### config.mk
export PLATFORM = sky130hd
export DESIGN_NAME = nora_core
export DESIGN_NICKNAME = d
export VERILOG_FILES = /design/src/source/nora_pkg.sv /design/src/source/nora_slv_if.sv /design/src/source/reset_gen.sv /design/src/source/cpu_phaser.sv /design/src/source/bus_controller.sv /design/src/source/via_regs.sv /design/src/source/gpio_port_map.sv /design/src/source/nora_core.sv
export SDC_FILE = /design/constraint.sdc
export NUM_CORES = 1
export LEC_CHECK = 0
export BUFFER_PORTS_ARGS = -buffer_cell sky130_fd_sc_hd__buf_2
export CAP_MARGIN = 10
export CORE_ASPECT_RATIO = 2
export CORE_MARGIN = 2
export CORE_UTILIZATION = 55
export DETAILED_ROUTE_END_ITERATION = 6
export HOLD_SLACK_MARGIN = 0.12
export PLACE_DENSITY = 0.8
export SYNTH_ARGS = -nofsm -noshare
export SYNTH_HDL_FRONTEND = slang
export SYNTH_SLANG_ARGS = --single-unit
### constraint.sdc
create_clock -name clk6x -period 2.5 [get_ports clk6x]
set_input_delay 0.125 -clock clk6x [delete_from_list [all_inputs] [get_ports clk6x]]
set_output_delay 0.125 -clock clk6x [all_outputs]
set_load 0.02 [all_outputs]
### src/source/nora_pkg.sv
// Shared constants and enums for the CPU bus core
// BLINK_DIV is kept short for simulation; raise it for a visible blink on hardware
package nora_pkg;

    // CPU and memory bus widths
    localparam int ADDR_W = 16;         // Full CPU address
    localparam int DATA_W = 8;          // CPU and SRAM data bus
    localparam int CA_W   = 4;          // Private high address pins
    localparam int MAL_W  = 12;         // Shared low address pins

    // VIA window, decoded on bits 15..4
    localparam logic [ADDR_W-1:0] VIA_BASE = 16'h9F00;

    // Timing
    localparam int RST_STRETCH = 16;            // CPU reset hold after internal release
    localparam logic [15:0] BLINK_DIV = 16'd64; // Ticks between LED toggles

    // Port B input, constant upper bits
    localparam logic [5:0] IRB_FIXED = 6'b110000;

    // Six phases of one CPU cycle
    typedef enum logic [2:0]
    {
        PH0,    // CPHI2 low
        PH1,    // Address setup
        PH2,
        PH3,    // CPHI2 high
        PH4,    // Write release
        PH5     // Select release
    } phase_e;

    // VIA register indices
    typedef enum logic [3:0]
    {
        REG_ORB    = 4'd0,
        REG_ORA    = 4'd1,
        REG_DDRB   = 4'd2,
        REG_DDRA   = 4'd3,
        REG_ORA_NH = 4'd15  // ORA without handshake
    } via_reg_e;

endpackage

### src/source/nora_slv_if.sv
// One internal slave access, no handshake
// req spans the access, datawr_valid pulses once at the write release
`timescale 1ns/1ps

interface nora_slv_if;
    import nora_pkg::*;

    logic [3:0]        addr;            // Register index within the device
    logic [DATA_W-1:0] datawr;          // Write data from the CPU bus
    logic              datawr_valid;    // One tick, write data is stable
    logic [DATA_W-1:0] datard;          // Combinational read data
    logic              req;             // Device selected for this access
    logic              rwn;             // 1 = read, 0 = write

    // Bus controller side
    modport bus (
        output addr, datawr, datawr_valid, req, rwn,
        input  datard
    );

    // Device side
    modport dev (
        input  addr, datawr, datawr_valid, req, rwn,
        output datard
    );

endinterface

### src/source/reset_gen.sv
// Async assert, sync release; CPU reset held RST_STRETCH ticks longer
`timescale 1ns/1ps

module reset_gen (
    input  logic clk6x,
    input  logic arst_n_i,
    output logic rst_n_o,       // Internal reset, synchronised
    output logic cpu_res_n_o    // Stretched CPU reset
);
    import nora_pkg::*;

    logic [1:0]                     sync_r;     // Two-flop synchroniser
    logic [$clog2(RST_STRETCH)-1:0] stretch_cnt;

    always_ff @(posedge clk6x or negedge arst_n_i)
    begin
        if (!arst_n_i)
            sync_r <= 2'b00;
        else
            sync_r <= {sync_r[0], 1'b1};
    end

    assign rst_n_o = sync_r[1];

    // Count from internal release, then free the CPU
    always_ff @(posedge clk6x or negedge arst_n_i)
    begin
        if (!arst_n_i)
        begin
            stretch_cnt <= '0;
            cpu_res_n_o <= 1'b0;
        end
        else if (!rst_n_o)
        begin
            stretch_cnt <= '0;      // Still in internal reset
            cpu_res_n_o <= 1'b0;
        end
        else if (stretch_cnt != RST_STRETCH - 1)
            stretch_cnt <= stretch_cnt + 1'b1;
        else
            cpu_res_n_o <= 1'b1;    // Stays high until next reset
    end

endmodule

### src/source/cpu_phaser.sv
// Free-running six-tick CPU cycle after reset, no stretching
// All outputs are registered and aligned with phase_o
`timescale 1ns/1ps

module cpu_phaser (
    input  logic             clk6x,
    input  logic             rst_n_i,
    output logic             cphi2_o,       // CPU clock, high in PH3..PH5
    output nora_pkg::phase_e phase_o,       // Current phase
    output logic             setup_cs_o,    // High in PH1
    output logic             release_wr_o,  // High in PH4
    output logic             release_cs_o   // High in PH5
);
    import nora_pkg::*;

    phase_e phase_r;
    phase_e phase_nxt;

    // Wrap after the last phase
    always_comb
    begin
        if (phase_r == PH5)
            phase_nxt = PH0;
        else
            phase_nxt = phase_e'(phase_r + 3'd1);
    end

    // Strobes decoded one phase early so they line up with phase_r
    always_ff @(posedge clk6x or negedge rst_n_i)
    begin
        if (!rst_n_i)
        begin
            phase_r      <= PH0;    // Hold PH0, clock low
            cphi2_o      <= 1'b0;
            setup_cs_o   <= 1'b0;
            release_wr_o <= 1'b0;
            release_cs_o <= 1'b0;
        end
        else
        begin
            phase_r      <= phase_nxt;
            cphi2_o      <= (phase_nxt == PH3) || (phase_nxt == PH4) ||
                            (phase_nxt == PH5);
            setup_cs_o   <= (phase_nxt == PH1);     // Address valid by now
            release_wr_o <= (phase_nxt == PH4);     // One tick of write hold
            release_cs_o <= (phase_nxt == PH5);     // End of access
        end
    end

    assign phase_o = phase_r;

endmodule

### src/source/bus_controller.sv
// Flat 64 KiB SRAM everywhere except the VIA window at 9F00..9F0F
// Relies on the CPU holding address and R/W stable from PH1 to the end of the cycle
`timescale 1ns/1ps

module bus_controller (
    input  logic                        clk6x,
    input  logic                        rst_n_i,
    input  logic                        setup_cs_i,     // Latch address, assert selects
    input  logic                        release_wr_i,   // Raise MWRn
    input  logic                        release_cs_i,   // End of access
    input  logic                        cphi2_i,
    input  logic [nora_pkg::CA_W-1:0]   ca_i,           // Address bits 15..12
    input  logic [nora_pkg::MAL_W-1:0]  mal_i,          // Address bits 11..0
    input  logic                        crwn_i,
    input  logic [nora_pkg::DATA_W-1:0] cd_i,
    input  logic [nora_pkg::DATA_W-1:0] md_i,
    output logic [nora_pkg::DATA_W-1:0] cd_o,
    output logic                        cd_oe_o,
    output logic [nora_pkg::DATA_W-1:0] md_o,
    output logic                        md_oe_o,
    output logic                        m1_csn_o,
    output logic                        mrdn_o,
    output logic                        mwrn_o,
    nora_slv_if.bus                     slv
);
    import nora_pkg::*;

    logic [ADDR_W-1:0] cpu_addr;
    logic              via_hit;         // Address in VIA window
    logic [3:0]        reg_addr_r;      // Only the register index is kept
    logic              active_r;        // PH2..PH5 of any access
    logic              rwn_r;
    logic              via_r;
    logic              csn_r, rdn_r, wrn_r;

    assign cpu_addr = {ca_i, mal_i};
    assign via_hit  = (cpu_addr[ADDR_W-1:4] == VIA_BASE[ADDR_W-1:4]);

    always_ff @(posedge clk6x)
    begin
        if (setup_cs_i)
            reg_addr_r <= cpu_addr[3:0];
    end

    // Access state and SRAM strobes
    always_ff @(posedge clk6x or negedge rst_n_i)
    begin
        if (!rst_n_i)
        begin
            active_r <= 1'b0;
            rwn_r    <= 1'b1;
            via_r    <= 1'b0;
            csn_r    <= 1'b1;
            rdn_r    <= 1'b1;
            wrn_r    <= 1'b1;
        end
        else if (setup_cs_i)
        begin
            active_r <= 1'b1;
            rwn_r    <= crwn_i;
            via_r    <= via_hit;
            csn_r    <= via_hit;            // VIA leaves SRAM idle
            rdn_r    <= via_hit | ~crwn_i;
            wrn_r    <= via_hit | crwn_i;
        end
        else if (release_cs_i)
        begin
            active_r <= 1'b0;
            csn_r    <= 1'b1;
            rdn_r    <= 1'b1;
            wrn_r    <= 1'b1;
        end
        else if (release_wr_i)
            wrn_r <= 1'b1;                  // Hold one tick before CS rises
    end

    // SRAM side
    assign m1_csn_o = csn_r;
    assign mrdn_o   = rdn_r;
    assign mwrn_o   = wrn_r;
    assign md_o     = cd_i;
    assign md_oe_o  = ~wrn_r;               // Drive only while writing

    // CPU read data during PHI2 high
    assign cd_oe_o = active_r & rwn_r & cphi2_i;
    assign cd_o    = via_r ? slv.datard : md_i;

    // Internal slave
    assign slv.addr         = reg_addr_r;
    assign slv.datawr       = cd_i;
    assign slv.datawr_valid = release_wr_i & active_r & ~rwn_r;
    assign slv.req          = active_r & via_r;
    assign slv.rwn          = rwn_r;

endmodule

### src/source/via_regs.sv
// GPIO part of a 65C22 only; no timers, shift register or interrupts
`timescale 1ns/1ps

module via_regs (
    input  logic                        clk6x,
    input  logic                        rst_n_i,
    input  logic [nora_pkg::DATA_W-1:0] ira_i,      // Port A pin levels
    input  logic [nora_pkg::DATA_W-1:0] irb_i,      // Port B pin levels
    output logic [nora_pkg::DATA_W-1:0] ora_o,
    output logic [nora_pkg::DATA_W-1:0] orb_o,
    output logic [nora_pkg::DATA_W-1:0] ddra_o,     // 1 = output
    output logic [nora_pkg::DATA_W-1:0] ddrb_o,
    nora_slv_if.dev                     slv
);
    import nora_pkg::*;

    logic [DATA_W-1:0] ora_r, orb_r, ddra_r, ddrb_r;
    logic              wr_en;
    via_reg_e          reg_sel;

    assign reg_sel = via_reg_e'(slv.addr);
    assign wr_en   = slv.req & slv.datawr_valid & ~slv.rwn;

    // All zero after reset, every pin an input
    always_ff @(posedge clk6x or negedge rst_n_i)
    begin
        if (!rst_n_i)
        begin
            ora_r  <= '0;
            orb_r  <= '0;
            ddra_r <= '0;
            ddrb_r <= '0;
        end
        else if (wr_en)
        begin
            case (reg_sel)
                REG_ORB:             orb_r  <= slv.datawr;
                REG_ORA, REG_ORA_NH: ora_r  <= slv.datawr;    // No handshake lines
                REG_DDRB:            ddrb_r <= slv.datawr;
                REG_DDRA:            ddra_r <= slv.datawr;
                default:             ;                        // Unused index
            endcase
        end
    end

    // Output bits from OR, input bits from the pins
    always_comb
    begin
        case (reg_sel)
            REG_ORB:             slv.datard = (orb_r & ddrb_r) | (irb_i & ~ddrb_r);
            REG_ORA, REG_ORA_NH: slv.datard = (ora_r & ddra_r) | (ira_i & ~ddra_r);
            REG_DDRB:            slv.datard = ddrb_r;
            REG_DDRA:            slv.datard = ddra_r;
            default:             slv.datard = '0;
        endcase
    end

    assign ora_o  = ora_r;
    assign orb_o  = orb_r;
    assign ddra_o = ddra_r;
    assign ddrb_o = ddrb_r;

endmodule

### src/source/gpio_port_map.sv
// Pads split into in/out/oe; SDA is open drain so only its enable leaves here
// The top level or board wrapper builds the tri-states
`timescale 1ns/1ps

module gpio_port_map (
    input  logic                        clk6x,
    input  logic                        rst_n_i,
    input  logic [nora_pkg::DATA_W-1:0] ora_i,
    input  logic [nora_pkg::DATA_W-1:0] orb_i,
    input  logic [nora_pkg::DATA_W-1:0] ddra_i,
    input  logic [nora_pkg::DATA_W-1:0] ddrb_i,
    input  logic                        nes_data0_i,
    input  logic                        nes_data1_i,
    input  logic                        i2c_scl_i,
    input  logic                        i2c_sda_i,
    output logic [nora_pkg::DATA_W-1:0] ira_o,
    output logic [nora_pkg::DATA_W-1:0] irb_o,
    output logic                        nes_clock_o,
    output logic                        nes_latch_o,
    output logic                        i2c_scl_o,
    output logic                        i2c_scl_oe_o,
    output logic                        i2c_sda_oe_o,   // 1 pulls SDA low
    output logic                        cpu_led0_o,
    output logic                        cpu_led1_o
);
    import nora_pkg::*;

    logic [$bits(BLINK_DIV)-1:0] blink_cnt;
    logic                        blink_r;

    // LED0 default blinker
    always_ff @(posedge clk6x or negedge rst_n_i)
    begin
        if (!rst_n_i)
        begin
            blink_cnt <= '0;
            blink_r   <= 1'b0;
        end
        else if (blink_cnt == BLINK_DIV - 16'd1)
        begin
            blink_cnt <= '0;
            blink_r   <= ~blink_r;
        end
        else
            blink_cnt <= blink_cnt + 1'b1;
    end

    assign nes_clock_o  = ddra_i[3] & ora_i[3];     // Low when input
    assign nes_latch_o  = ddra_i[2] & ora_i[2];
    assign i2c_scl_o    = ora_i[1];
    assign i2c_scl_oe_o = ddra_i[1];                // Released when input
    assign i2c_sda_oe_o = ddra_i[0] & ~ora_i[0];

    assign cpu_led0_o = ddrb_i[0] ? orb_i[0] : blink_r;
    assign cpu_led1_o = ddrb_i[1] ? orb_i[1] : 1'b1;

    // Pin levels as the VIA sees them
    assign ira_o = {nes_data0_i, nes_data1_i, 2'b11, nes_clock_o, nes_latch_o,
                    i2c_scl_i, i2c_sda_i};
    assign irb_o = {IRB_FIXED, cpu_led1_o, cpu_led0_o};

endmodule

### src/source/nora_core.sv
// CPU bus core top level; pads appear as separate in/out/oe ports
// No PLL here, clk6x must already be six times the CPU clock
`timescale 1ns/1ps

module nora_core (
    input  logic                        clk6x,
    input  logic                        arst_n_i,
    // CPU bus
    input  logic [nora_pkg::CA_W-1:0]   ca_i,
    input  logic [nora_pkg::MAL_W-1:0]  mal_i,
    input  logic                        crwn_i,
    input  logic [nora_pkg::DATA_W-1:0] cd_i,
    output logic [nora_pkg::DATA_W-1:0] cd_o,
    output logic                        cd_oe_o,
    output logic                        cresn_o,
    output logic                        cphi2_o,
    output logic                        cirq_n_o,
    input  logic                        virq_n_i,   // IRQ from the video side
    // SRAM
    input  logic [nora_pkg::DATA_W-1:0] md_i,
    output logic [nora_pkg::DATA_W-1:0] md_o,
    output logic                        md_oe_o,
    output logic                        m1_csn_o,
    output logic                        mrdn_o,
    output logic                        mwrn_o,
    // GPIO pins
    input  logic                        nes_data0_i,
    input  logic                        nes_data1_i,
    output logic                        nes_clock_o,
    output logic                        nes_latch_o,
    input  logic                        i2c_scl_i,
    output logic                        i2c_scl_o,
    output logic                        i2c_scl_oe_o,
    input  logic                        i2c_sda_i,
    output logic                        i2c_sda_oe_o,
    output logic                        cpu_led0_o,
    output logic                        cpu_led1_o
);
    import nora_pkg::*;

    logic              rst_n;
    logic              setup_cs, release_wr, release_cs;
    logic [DATA_W-1:0] ora, orb, ddra, ddrb;
    logic [DATA_W-1:0] ira, irb;

    nora_slv_if u_slv_if ();

    reset_gen u_reset_gen (
        .clk6x       (clk6x),
        .arst_n_i    (arst_n_i),
        .rst_n_o     (rst_n),
        .cpu_res_n_o (cresn_o)
    );

    cpu_phaser u_cpu_phaser (
        .clk6x        (clk6x),
        .rst_n_i      (rst_n),
        .cphi2_o      (cphi2_o),
        .phase_o      (),           // Spare for debug
        .setup_cs_o   (setup_cs),
        .release_wr_o (release_wr),
        .release_cs_o (release_cs)
    );

    bus_controller u_bus_controller (
        .clk6x        (clk6x),
        .rst_n_i      (rst_n),
        .setup_cs_i   (setup_cs),
        .release_wr_i (release_wr),
        .release_cs_i (release_cs),
        .cphi2_i      (cphi2_o),
        .ca_i         (ca_i),
        .mal_i        (mal_i),
        .crwn_i       (crwn_i),
        .cd_i         (cd_i),
        .md_i         (md_i),
        .cd_o         (cd_o),
        .cd_oe_o      (cd_oe_o),
        .md_o         (md_o),
        .md_oe_o      (md_oe_o),
        .m1_csn_o     (m1_csn_o),
        .mrdn_o       (mrdn_o),
        .mwrn_o       (mwrn_o),
        .slv          (u_slv_if.bus)
    );

    via_regs u_via_regs (
        .clk6x   (clk6x),
        .rst_n_i (rst_n),
        .ira_i   (ira),
        .irb_i   (irb),
        .ora_o   (ora),
        .orb_o   (orb),
        .ddra_o  (ddra),
        .ddrb_o  (ddrb),
        .slv     (u_slv_if.dev)
    );

    gpio_port_map u_gpio_port_map (
        .clk6x        (clk6x),
        .rst_n_i      (rst_n),
        .ora_i        (ora),
        .orb_i        (orb),
        .ddra_i       (ddra),
        .ddrb_i       (ddrb),
        .nes_data0_i  (nes_data0_i),
        .nes_data1_i  (nes_data1_i),
        .i2c_scl_i    (i2c_scl_i),
        .i2c_sda_i    (i2c_sda_i),
        .ira_o        (ira),
        .irb_o        (irb),
        .nes_clock_o  (nes_clock_o),
        .nes_latch_o  (nes_latch_o),
        .i2c_scl_o    (i2c_scl_o),
        .i2c_scl_oe_o (i2c_scl_oe_o),
        .i2c_sda_oe_o (i2c_sda_oe_o),
        .cpu_led0_o   (cpu_led0_o),
        .cpu_led1_o   (cpu_led1_o)
    );

    assign cirq_n_o = virq_n_i;     // Only IRQ source in this build

endmodule

After elaboration in Yosys (flattened, before gate mapping)
Index checks and enable logic that the tools add are counted.
Widths: inputs -> output; s select.
- input port bits: 40
- output and inout bits: 31
- flip-flop bits (word level): 73
- bitwise operators: 25
- reductions and logical operators: 10
- equality and inequality tests: 14
- add/sub/neg operators: 3
- mux-type cells: 18
- operators by type and width (kind ; number):
    $and 8x8->8 ; 4
    $pmux 8 s4 ; 1
    $add 16x1->16 const B ; 1
    $eq 16x6->1 const B ; 1
    $mux 16 ; 1
    $not 8->8 ; 2
    $or 8x8->8 ; 2
    $eq 12x12->1 const B ; 1
    $mux 1 ; 12
    $and 1x1->1 ; 10
    $eq 3x3->1 const B ; 3
    $eq 4x2->1 const B ; 2
    $mux 4 ; 2
    $mux 8 ; 1
    $reduce_and 2->1 ; 4
    $not 1->1 ; 5
    $add 4x1->4 const B ; 1
    $eq 4x1->1 const B ; 1
    $eq 4x4->1 const B ; 1
    $logic_not 4->1 ; 1
    $ne 2x2->1 const B ; 2
    $ne 4x4->1 const B ; 1
    $add 3x1->3 const B ; 1
    $eq 3x1->1 const B ; 1
    7 further kinds ; 9

Depth between registers and ports, before layout
Gate-level depths: netlist of the first run.
- word-level depth: 5
- depth in mapped cells: 5

Modules after synthesis
A second synthesis of the first run with hierarchy kept.
- cell total of the unflattened synthesis: 315
- area, all modules: 3841.2 um2
- modules (own cells, without submodules) (module ; area each (um2) ; times used ; cells each):
    via_regs ; 1690.4 ; 1 ; 121
    gpio_port_map ; 962.2 ; 1 ; 96
    bus_controller ; 649.4 ; 1 ; 57
    reset_gen ; 292.8 ; 1 ; 24
    cpu_phaser ; 239.0 ; 1 ; 16
    nora_core ; 7.5 ; 1 ; 1

Worst setup path after synthesis of the first run
Ideal clock, no wire load.
- path type: register -> register
- from: register u_reset_gen.sync_r[1]
- to: register u_reset_gen.stretch_cnt[3]
- data required time: 2.402 ns
- data arrival time: 2.133 ns
- path slack: 0.269 ns
- cell stages (with the launch flop): 3
- path through: dfrtp_1 > inv_1 > a211oi_1
- word-level cells in the longest chain between the ends: 1
- elaborated cells on any way between the ends: 2
- classes of those cells: 1 x eq/ne; 1 x mux
- RTL lines (item ; RTL line ; RTL):
    start: declaration ; reset_gen.sv:12 ; logic [1:0] sync_r;
    start signal: assignment ; reset_gen.sv:20 ; sync_r <= {sync_r[0], 1'b1};
    $ne 2x2->1 (no source line) / $mux 4 (equally long branches) ; - ;
    end signal: assignment ; reset_gen.sv:39 ; stretch_cnt <= stretch_cnt + 1'b1;
    end: declaration ; reset_gen.sv:13 ; logic [$clog2(RST_STRETCH)-1:0] stretch_cnt;
Several ways; a longest one is shown, not always the timed one.
A chain may end at the register's enable or synchronous reset.

Final worst setup path of the first run
- from: input mal_i[7] (netlist name)
- to: register u_bus_controller.rdn_r (netlist: u_bus_controller.mrdn_o)
- word-level cells in the longest chain between the ends: 3
- RTL lines (item ; RTL line ; RTL):
    start: declaration ; nora_core.sv:10 ; input logic [nora_pkg::MAL_W-1:0] mal_i,
    $eq 12x12->1 ; bus_controller.sv:37 ; assign via_hit = (cpu_addr[ADDR_W-1:4] == VIA_BASE[ADDR_W-1:4]);
    $or 1x1->1 ; bus_controller.sv:63 ; rdn_r <= via_hit | ~crwn_i;
    $mux 1 ; bus_controller.sv:57 ; else if (setup_cs_i)
    end signal: assignment ; bus_controller.sv:63 ;
    end: declaration ; bus_controller.sv:34 ; logic csn_r, rdn_r, wrn_r;
Every way passes these cells.

==> results.toml, run 1 <==
[cts]
cts_root_buf = "clkbuf_16"
cts_tree = "yes"
cts_sinks = 73
cts_buffers = 9
cts.clk_slew.worst_paths_ns = 0.06
h-tree-depth = 3
cts_buffer_depth = 2
post_cts_buffers = 0
clk_latency_ns = 0.33

[floorplanning]
core_um2 = 6060
dieWidth_um = 60.0
num_io_pins = 71
num_rows = 40
die_y_um = 116
initial_core_util_pct = 57.0
fp.dieArea_um2 = 6970

[worst_hold_path]
hold_path.class = "input port to flip-flop"
holdCritStartpoint = "cd_i[4]"

[final_layout]
final_util_pct = 70.8
syn_to_final_growth_pct = 24.1
antenna_cells = 0
nNetsFinal = 415
drive_gt1_share_pct = 35.7

[critical_path]
cp.required_ns = 2.77
cp-start-kind = "input port"
crit_top_cell = "dlygate4sd3_1"
end_kind = "flip-flop"
path_delay_family = "buffers and inverters"
timing_worst_setup_path_type = "input port to flip-flop"
path_buf_inv = 4
crit_start = "mal_i[7]"
critPathMaxFanout = 2
slowest_delay_ns = 0.63
r2r-start = "u_bus_controller.slv.addr[3]"
crit_chain = "dlygate4sd3_1, buf_2, nor4b_1, dlygate4sd3_1, nand3_1, a31oi_1, dlygate4sd3_1"
cp.arrival_ns = 2.60
slowest_stage = "dlygate4sd3_1"

[grt]
grt_antenna_before_repair = 0
gr-usage-all-layers_pct = 24.5
grt_pass1_vias = 2651
grt_pass1_wl_um = 12400
grt_max_degree = 38
grt.overflow.total = 0

[synthesis]
ys_ff_latch = 73
synthesis.area_um2 = 3450
synth_nets = 330
syn_avg_cell_area_um2 = 12.0
synth_area_leaders = "dfrtp_1 (47%), mux2_2 (9.5%), edfxtp_1 (3.5%)"
synth_ff_type = "dfrtp_1"
synth_top_area_share_pct = 47.1
yosysSeqAreaShare_pct = 53.6
syn_inst = 288
synthArstFlopShare_pct = 94.5
synth_top_area_cell = "dfrtp_1"
yosysUniqueCellTypes = 49
synth_edf_count = 4
yosysWarnings = 0

[timing]
setup_slack_ns = 0.176
timing.hold.ws_ns = 0.126
setup_viol = 0
finClkSkew_ns = 0.00581
timing.slew.headroom_pct = 55.6
rsz0062_at_grt = "false"
fin_crit_sh_pct = 93.0
finalSetupTns_ns = 0
drv_slew = 0
hold_violations = 0
fin_crit_ns = 2.32
worstMarginPinSlew_ns = 0.661
clock.fmax_mhz = 430

[drt]
drtPass1Iterations = 4
vias = 2534
first_iter_violations = 113
ant_nets = 0
drc_errors = 0
viasPerCell = 5.48
wl_um = 7620
drt-wirelength-per-cell_um = 16.5

[outcome]
outcome = "complete, no violations"

[power_and_ir_drop]
p_leak_nw = 2.09
p_per_area_nw_per_um2 = 609
ir_worst_vdd_uv = 513

[placement]
place.detailed.hpwl_um = 5490
io_buffers = 68
pre_cts_ws_ns = 0.559
gp_congestion = 0.885

[run]
drv_cap = 0
where the power goes:
part	internal (mW)	leakage, nW	switching (mW)
sequential	1.21	0.951	0.00932
clock	0.795	0.142	0.457
combinational	0.0691	1.00	0.0730
total	2.07	2.09	0.540
cell usage in the layout (no fill, tap or decap), types with 4 or more instances in the layout:
| cell | Yosys | layout |
|---|---|---|
| xnor2_1 | 8 | 8 |
| mux2_4 | 8 | 8 |
| nand2_1 | 14 | 14 |
| o21ai_0 | 11 | 11 |
| nor4_1 | 5 | 5 |
| dlygate4sd3_1 | 0 | 16 |
| dfrtp_1 | 65 | 64 |
| a21o_1 | 4 | 4 |
| nor3_1 | 10 | 10 |
| dfstp_2 | 4 | 4 |
| nand4_1 | 5 | 5 |
| xor2_1 | 6 | 6 |
| inv_1 | 14 | 14 |
| and3_1 | 4 | 4 |
| a21oi_1 | 6 | 6 |
| clkbuf_16 | 0 | 9 |
| buf_4 | 9 | 4 |
| nand2b_1 | 4 | 4 |
| nor3b_1 | 6 | 6 |
| nand3_1 | 11 | 11 |
| edfxtp_1 | 4 | 4 |
| o221ai_1 | 5 | 5 |
| o2bb2ai_1 | 4 | 4 |
| mux2_2 | 29 | 29 |
| buf_2 | 1 | 68 |
| nor2_1 | 12 | 12 |
area by class of cell:
class                           instances  area (µm²)
Sequential cell                        73        1850
Fill cell                             417        1770
Clock inverter                          5        55.1
Clock buffer                           11         243
Inverter                               15        56.3
Timing Repair Buffer                   88         531
Tap cell                               84         105
Multi-Input combinational cell        186        1440
worst paths after layout:
check	end	slack (ns)	cells after the start
setup / recovery	u_bus_controller.mrdn_o	0.18	7
hold reg to reg	u_via_regs.ddrb_o[2]	0.27	1
hold / removal	u_via_regs.ddra_o[4]	0.13	2
min in group asynchronous	u_reset_gen.stretch_cnt[0]	0.16	2
setup reg to reg	u_via_regs.ddra_o[0]	0.54	3
max in group asynchronous	u_gpio_port_map.blink_cnt[0]	1.86	1
logic make-up (layout without fill, tap and decap cells):
family / Yosys count / after routing / synth area share, %
other: 1 / 1 / 0.109
AOI/OAI and AO/OA: 44 / 44 / 9.06
DFF: 73 / 73 / 53.6
adders and majority gates: 2 / 2 / 0.725
muxes: 39 / 39 / 13.5
xor gates and xnor gates: 14 / 14 / 3.55
and+or+nand+nor: 86 / 86 / 14.8
buffers and inverters: 29 / 119 / 4.60
cells in the mapped netlist (2+ instances only):
master and instances:
a21boi_0 2, a21o_1 4, a21oi_1 6, a22oi_1 3, a31oi_1 3, and2_1 3, and3_1 4, buf_4 9
buf_6 2, clkbuf_1 2, dfrtp_1 65, dfstp_2 4, edfxtp_1 4, ha_1 2, inv_1 14, mux2_2 29
mux2_4 8, mux2i_1 2, nand2_1 14, nand2b_1 4, nand3_1 11, nand4_1 5, nor2_1 12, nor2b_1 2
nor3_1 10, nor3b_1 6, nor4_1 5, nor4_4 2, o2111ai_1 2, o21ai_0 11, o221ai_1 5, o2bb2ai_1 4
xnor2_1 8, xor2_1 6
metal layers:
metal / wire, µm / share of wire, % / GRT usage, % / up-vias
met2: 4440 / 58 / 46.0 / 63
met3: 227 / 3.0 / 3.57 / 16
met4: 235 / 3.1 / 13.2 / 0
met1: 2720 / 36 / 24.2 / 1241
met5: 0 / 0 / 0 / -
li1: - / - / - / 1214
metrics by stage:
stage          power (mW)  cells  cell area, µm²
2_1_floorplan        1.31    288            3450
3_3_place_gp         1.36    430            3830
3_5_place_dp         1.36    430            3830
4_1_cts              2.63    462            4290
5_1_grt              2.69    462            4290
6_report             2.61    462            4290
registers in the layout (all words and copies together) (netlist names), 2 cells and up:
signal / count
u_cpu_phaser.phase_o: 3
u_reset_gen.stretch_cnt: 4
u_via_regs.ddra_o: 8
u_reset_gen.sync_r: 2
u_gpio_port_map.blink_cnt: 16
u_via_regs.ora_o: 8
u_via_regs.orb_o: 8
u_via_regs.ddrb_o: 8
u_bus_controller.slv.addr: 4
repair_timing:
action / 4_1_cts / 5_1_grt
hold buffers: 16 / 0
setup endpoints to repair: 0 / 0
gates resized for setup: 0 / 0
hold endpoints to repair: 41 / 0
Note: power is estimated with default switching activity, not from simulation.
==> inputs of run 2 (changes only) <==
--- a/config.mk
+++ b/config.mk
@@ -12,7 +12,8 @@
 export CORE_UTILIZATION = 55
 export DETAILED_ROUTE_END_ITERATION = 6
 export HOLD_SLACK_MARGIN = 0.12
-export PLACE_DENSITY = 0.8
+export PLACE_DENSITY = 0.79
 export SYNTH_ARGS = -nofsm -noshare
 export SYNTH_HDL_FRONTEND = slang
+export SYNTH_HIERARCHICAL = 1
 export SYNTH_SLANG_ARGS = --single-unit
==> run 2 against run 1 <==
Effect of this change:
- clock-buffer cell count down 1
- utilization down 4.0 points
- non-clock buffer count up 2
- global-route usage down 2.3 points
- via count up 3.7%
- combinational power down 4%
- sequential power about the same
- clock power up 23%
- synthesized cell count up 9.4%
- first-iteration DRC count up 5.3%
==> results.toml, run 2 <==
[timing]
setup_viol = 0
clock.fmax_mhz = 454
finClkSkew_ns = 0.00629
finalSetupTns_ns = 0
rsz0062_at_grt = "false"
drv_slew = 0
fin_crit_ns = 2.20
fin_crit_sh_pct = 88.1
setup_slack_ns = 0.298
hold_violations = 0
worstMarginPinSlew_ns = 0.660
timing.slew.headroom_pct = 56.0

[floorplanning]
fp.dieArea_um2 = 7710
core_um2 = 6830
initial_core_util_pct = 56.2
num_rows = 43
die_y_um = 122
dieWidth_um = 63.1
num_io_pins = 71

[synthesis]
synth_top_area_cell = "dfrtp_1"
synth_area_leaders = "dfrtp_1 (42%), mux2_2 (13%), buf_4 (7.0%)"
yosysUniqueCellTypes = 49
synthesis.area_um2 = 3840
synth.top_cells.by_count = "dfrtp_1 (65), mux2_2 (43), buf_4 (36), nand2_1 (14), mux2i_1 (11)"
synthMostInstantiatedCell = "dfrtp_1"
synth_edf_count = 4
synth_top_area_share_pct = 42.3
yosysSeqAreaShare_pct = 48.2
ys_ff_latch = 73
synthArstFlopShare_pct = 94.5
synth_ff_type = "dfrtp_1"
syn_avg_cell_area_um2 = 12.2
syn_inst = 315
yosysWarnings = 6

[cts]
cts.clk_slew.worst_paths_ns = 0.05
post_cts_buffers = 0
h-tree-depth = 3
cts_sinks = 73
clk_latency_ns = 0.33
cts_buffer_depth = 2
cts_root_buf = "clkbuf_16"
cts_tree = "yes"
cts_buffers = 9
post_cts_resized = 0

[placement]
gp_congestion = 0.825
pre_cts_ws_ns = 0.595
place.detailed.hpwl_um = 5120
io_buffers = 68
placed_cells = 442

[power_and_ir_drop]
p_per_area_nw_per_um2 = 632
ir_worst_vdd_uv = 595
p_leak_nw = 2.20
finalPower_mw = 2.88

[grt]
grt_pass1_vias = 2709
gr-usage-all-layers_pct = 22.2
grt_pass1_wl_um = 12900
grt_antenna_before_repair = 0
grt.overflow.total = 0
grt_max_degree = 55

[final_layout]
final_util_pct = 66.7
seq_area_um2 = 1850
syn_to_final_growth_pct = 18.7
antenna_cells = 0
nFillCells = 520
final_common_cell = "buf_2"
finalNonFillerCells = 474
top_register = "u_gpio_port_map/blink_cnt"
nNetsFinal = 421
mostFrequentLayoutCells = "buf_2 (68), dfrtp_1 (64), mux2_2 (43), dlygate4sd3_1 (16), nand2_1 (14)"
drive_gt1_share_pct = 40.9
multiInputGateArea_um2 = 1650
largest_reg_flops = 16

[critical_path]
ff2ff_path_depth = 3
cp-start-kind = "flip-flop"
reg2reg_slack_ns = 0.56
cp.required_ns = 2.38
timing_worst_setup_path_type = "flip-flop to primary output"
cp.arrival_ns = 2.08
crit_start = "u_via_regs/ddrb_o[0]"
end_kind = "primary output"
r2r-start = "u_bus_controller/slv.addr[0]"
critPathMaxFanout = 4

[drt]
first_iter_violations = 119
drtPass1Iterations = 4
drc_errors = 0
viasPerCell = 5.54
wl_um = 7640
vias = 2628
drt-wirelength-per-cell_um = 16.1
ant_nets = 0

[run]
drv_cap = 0

[worst_hold_path]
hold_path.class = "flip-flop to async pin"

[outcome]
outcome = "complete, no violations"
-- run 2: cell count changes in the layout (fill, tap and decap cells not counted), moves of 6 or more --
| cell | before | now |
|---|---|---|
| nor3b_1 | 6 | 0 |
| conb_1 | 1 | 9 |
| mux2_2 | 29 | 43 |
| o21ai_0 | 11 | 5 |
| o211ai_1 | 0 | 7 |
| mux2i_1 | 2 | 11 |
-- run 2: cell type report --
cell class	instances	share of cell area, %
Clock buffer	10	5.02
Clock inverter	6	2.85
Inverter	10	0.823
Multi-Input combinational cell	195	36.2
Sequential cell	73	40.6
Tap cell	90	2.47
Timing Repair Buffer	90	12.0
-- run 2: repair_timing --
item | in CTS | in global routing
hold endpoints to repair | 47 | 0
endpoints found under the setup margin | 0 | 0
hold buffers | 16 | 0
-- run 2: routing by layer --
metal / track usage (%) / wire (µm) / vias up
li1: - / - / 1218
met5: 0 / 0 / -
met4: 10.0 / 170 / 0
met2: 38.0 / 3970 / 96
met1: 25.6 / 3040 / 1299
met3: 6.00 / 461 / 15
-- run 2: worst paths after layout --
path / endpoint
max: cd_o[0]
min: u_via_regs/ora_o[2]
max reg2reg: u_via_regs/ddrb_o[7]
min reg2reg: u_via_regs/ora_o[2]
max in group asynchronous: u_gpio_port_map/blink_cnt[12]
min in group clk6x: u_bus_controller/m1_csn_o
-- run 2: logic make-up (layout without fill, tap and decap cells) --
family	count (synthesis)	after routing	share of synthesized area, %
compound gates	33	33	5.96
xor+xnor	13	13	2.96
fa+ha+maj	2	2	0.651
buf+inv	53	116	9.38
flops	73	73	48.2
mux	63	63	18.9
other cells	3	9	0.293
simple gates	75	75	13.6
-- run 2: critical path: stages, from the launching register on --
cell and delay, ns:
dfrtp_1 0.40, mux2_2 0.36, mux2_2 0.27, a22oi_1 0.17
o211ai_1 0.12, mux2_2 0.27, buf_2 0.16
-- run 2: report_power, final --
| group | internal, mW | leakage [nW] | switching (mW) |
|---|---|---|---|
| combinational | 0.0655 | 1.05 | 0.0710 |
| clock | 1.07 | 0.176 | 0.464 |
| sequential | 1.20 | 0.970 | 0.0101 |
-- run 2: through the flow --
step	hold slack, ns	area, µm²
after floorplan	-0.171	3860
after global placement	-0.0384	4040
after detailed placement	-0.0368	4040
after CTS	0.145	4560
after global routing	0.167	4560
final	0.151	4560
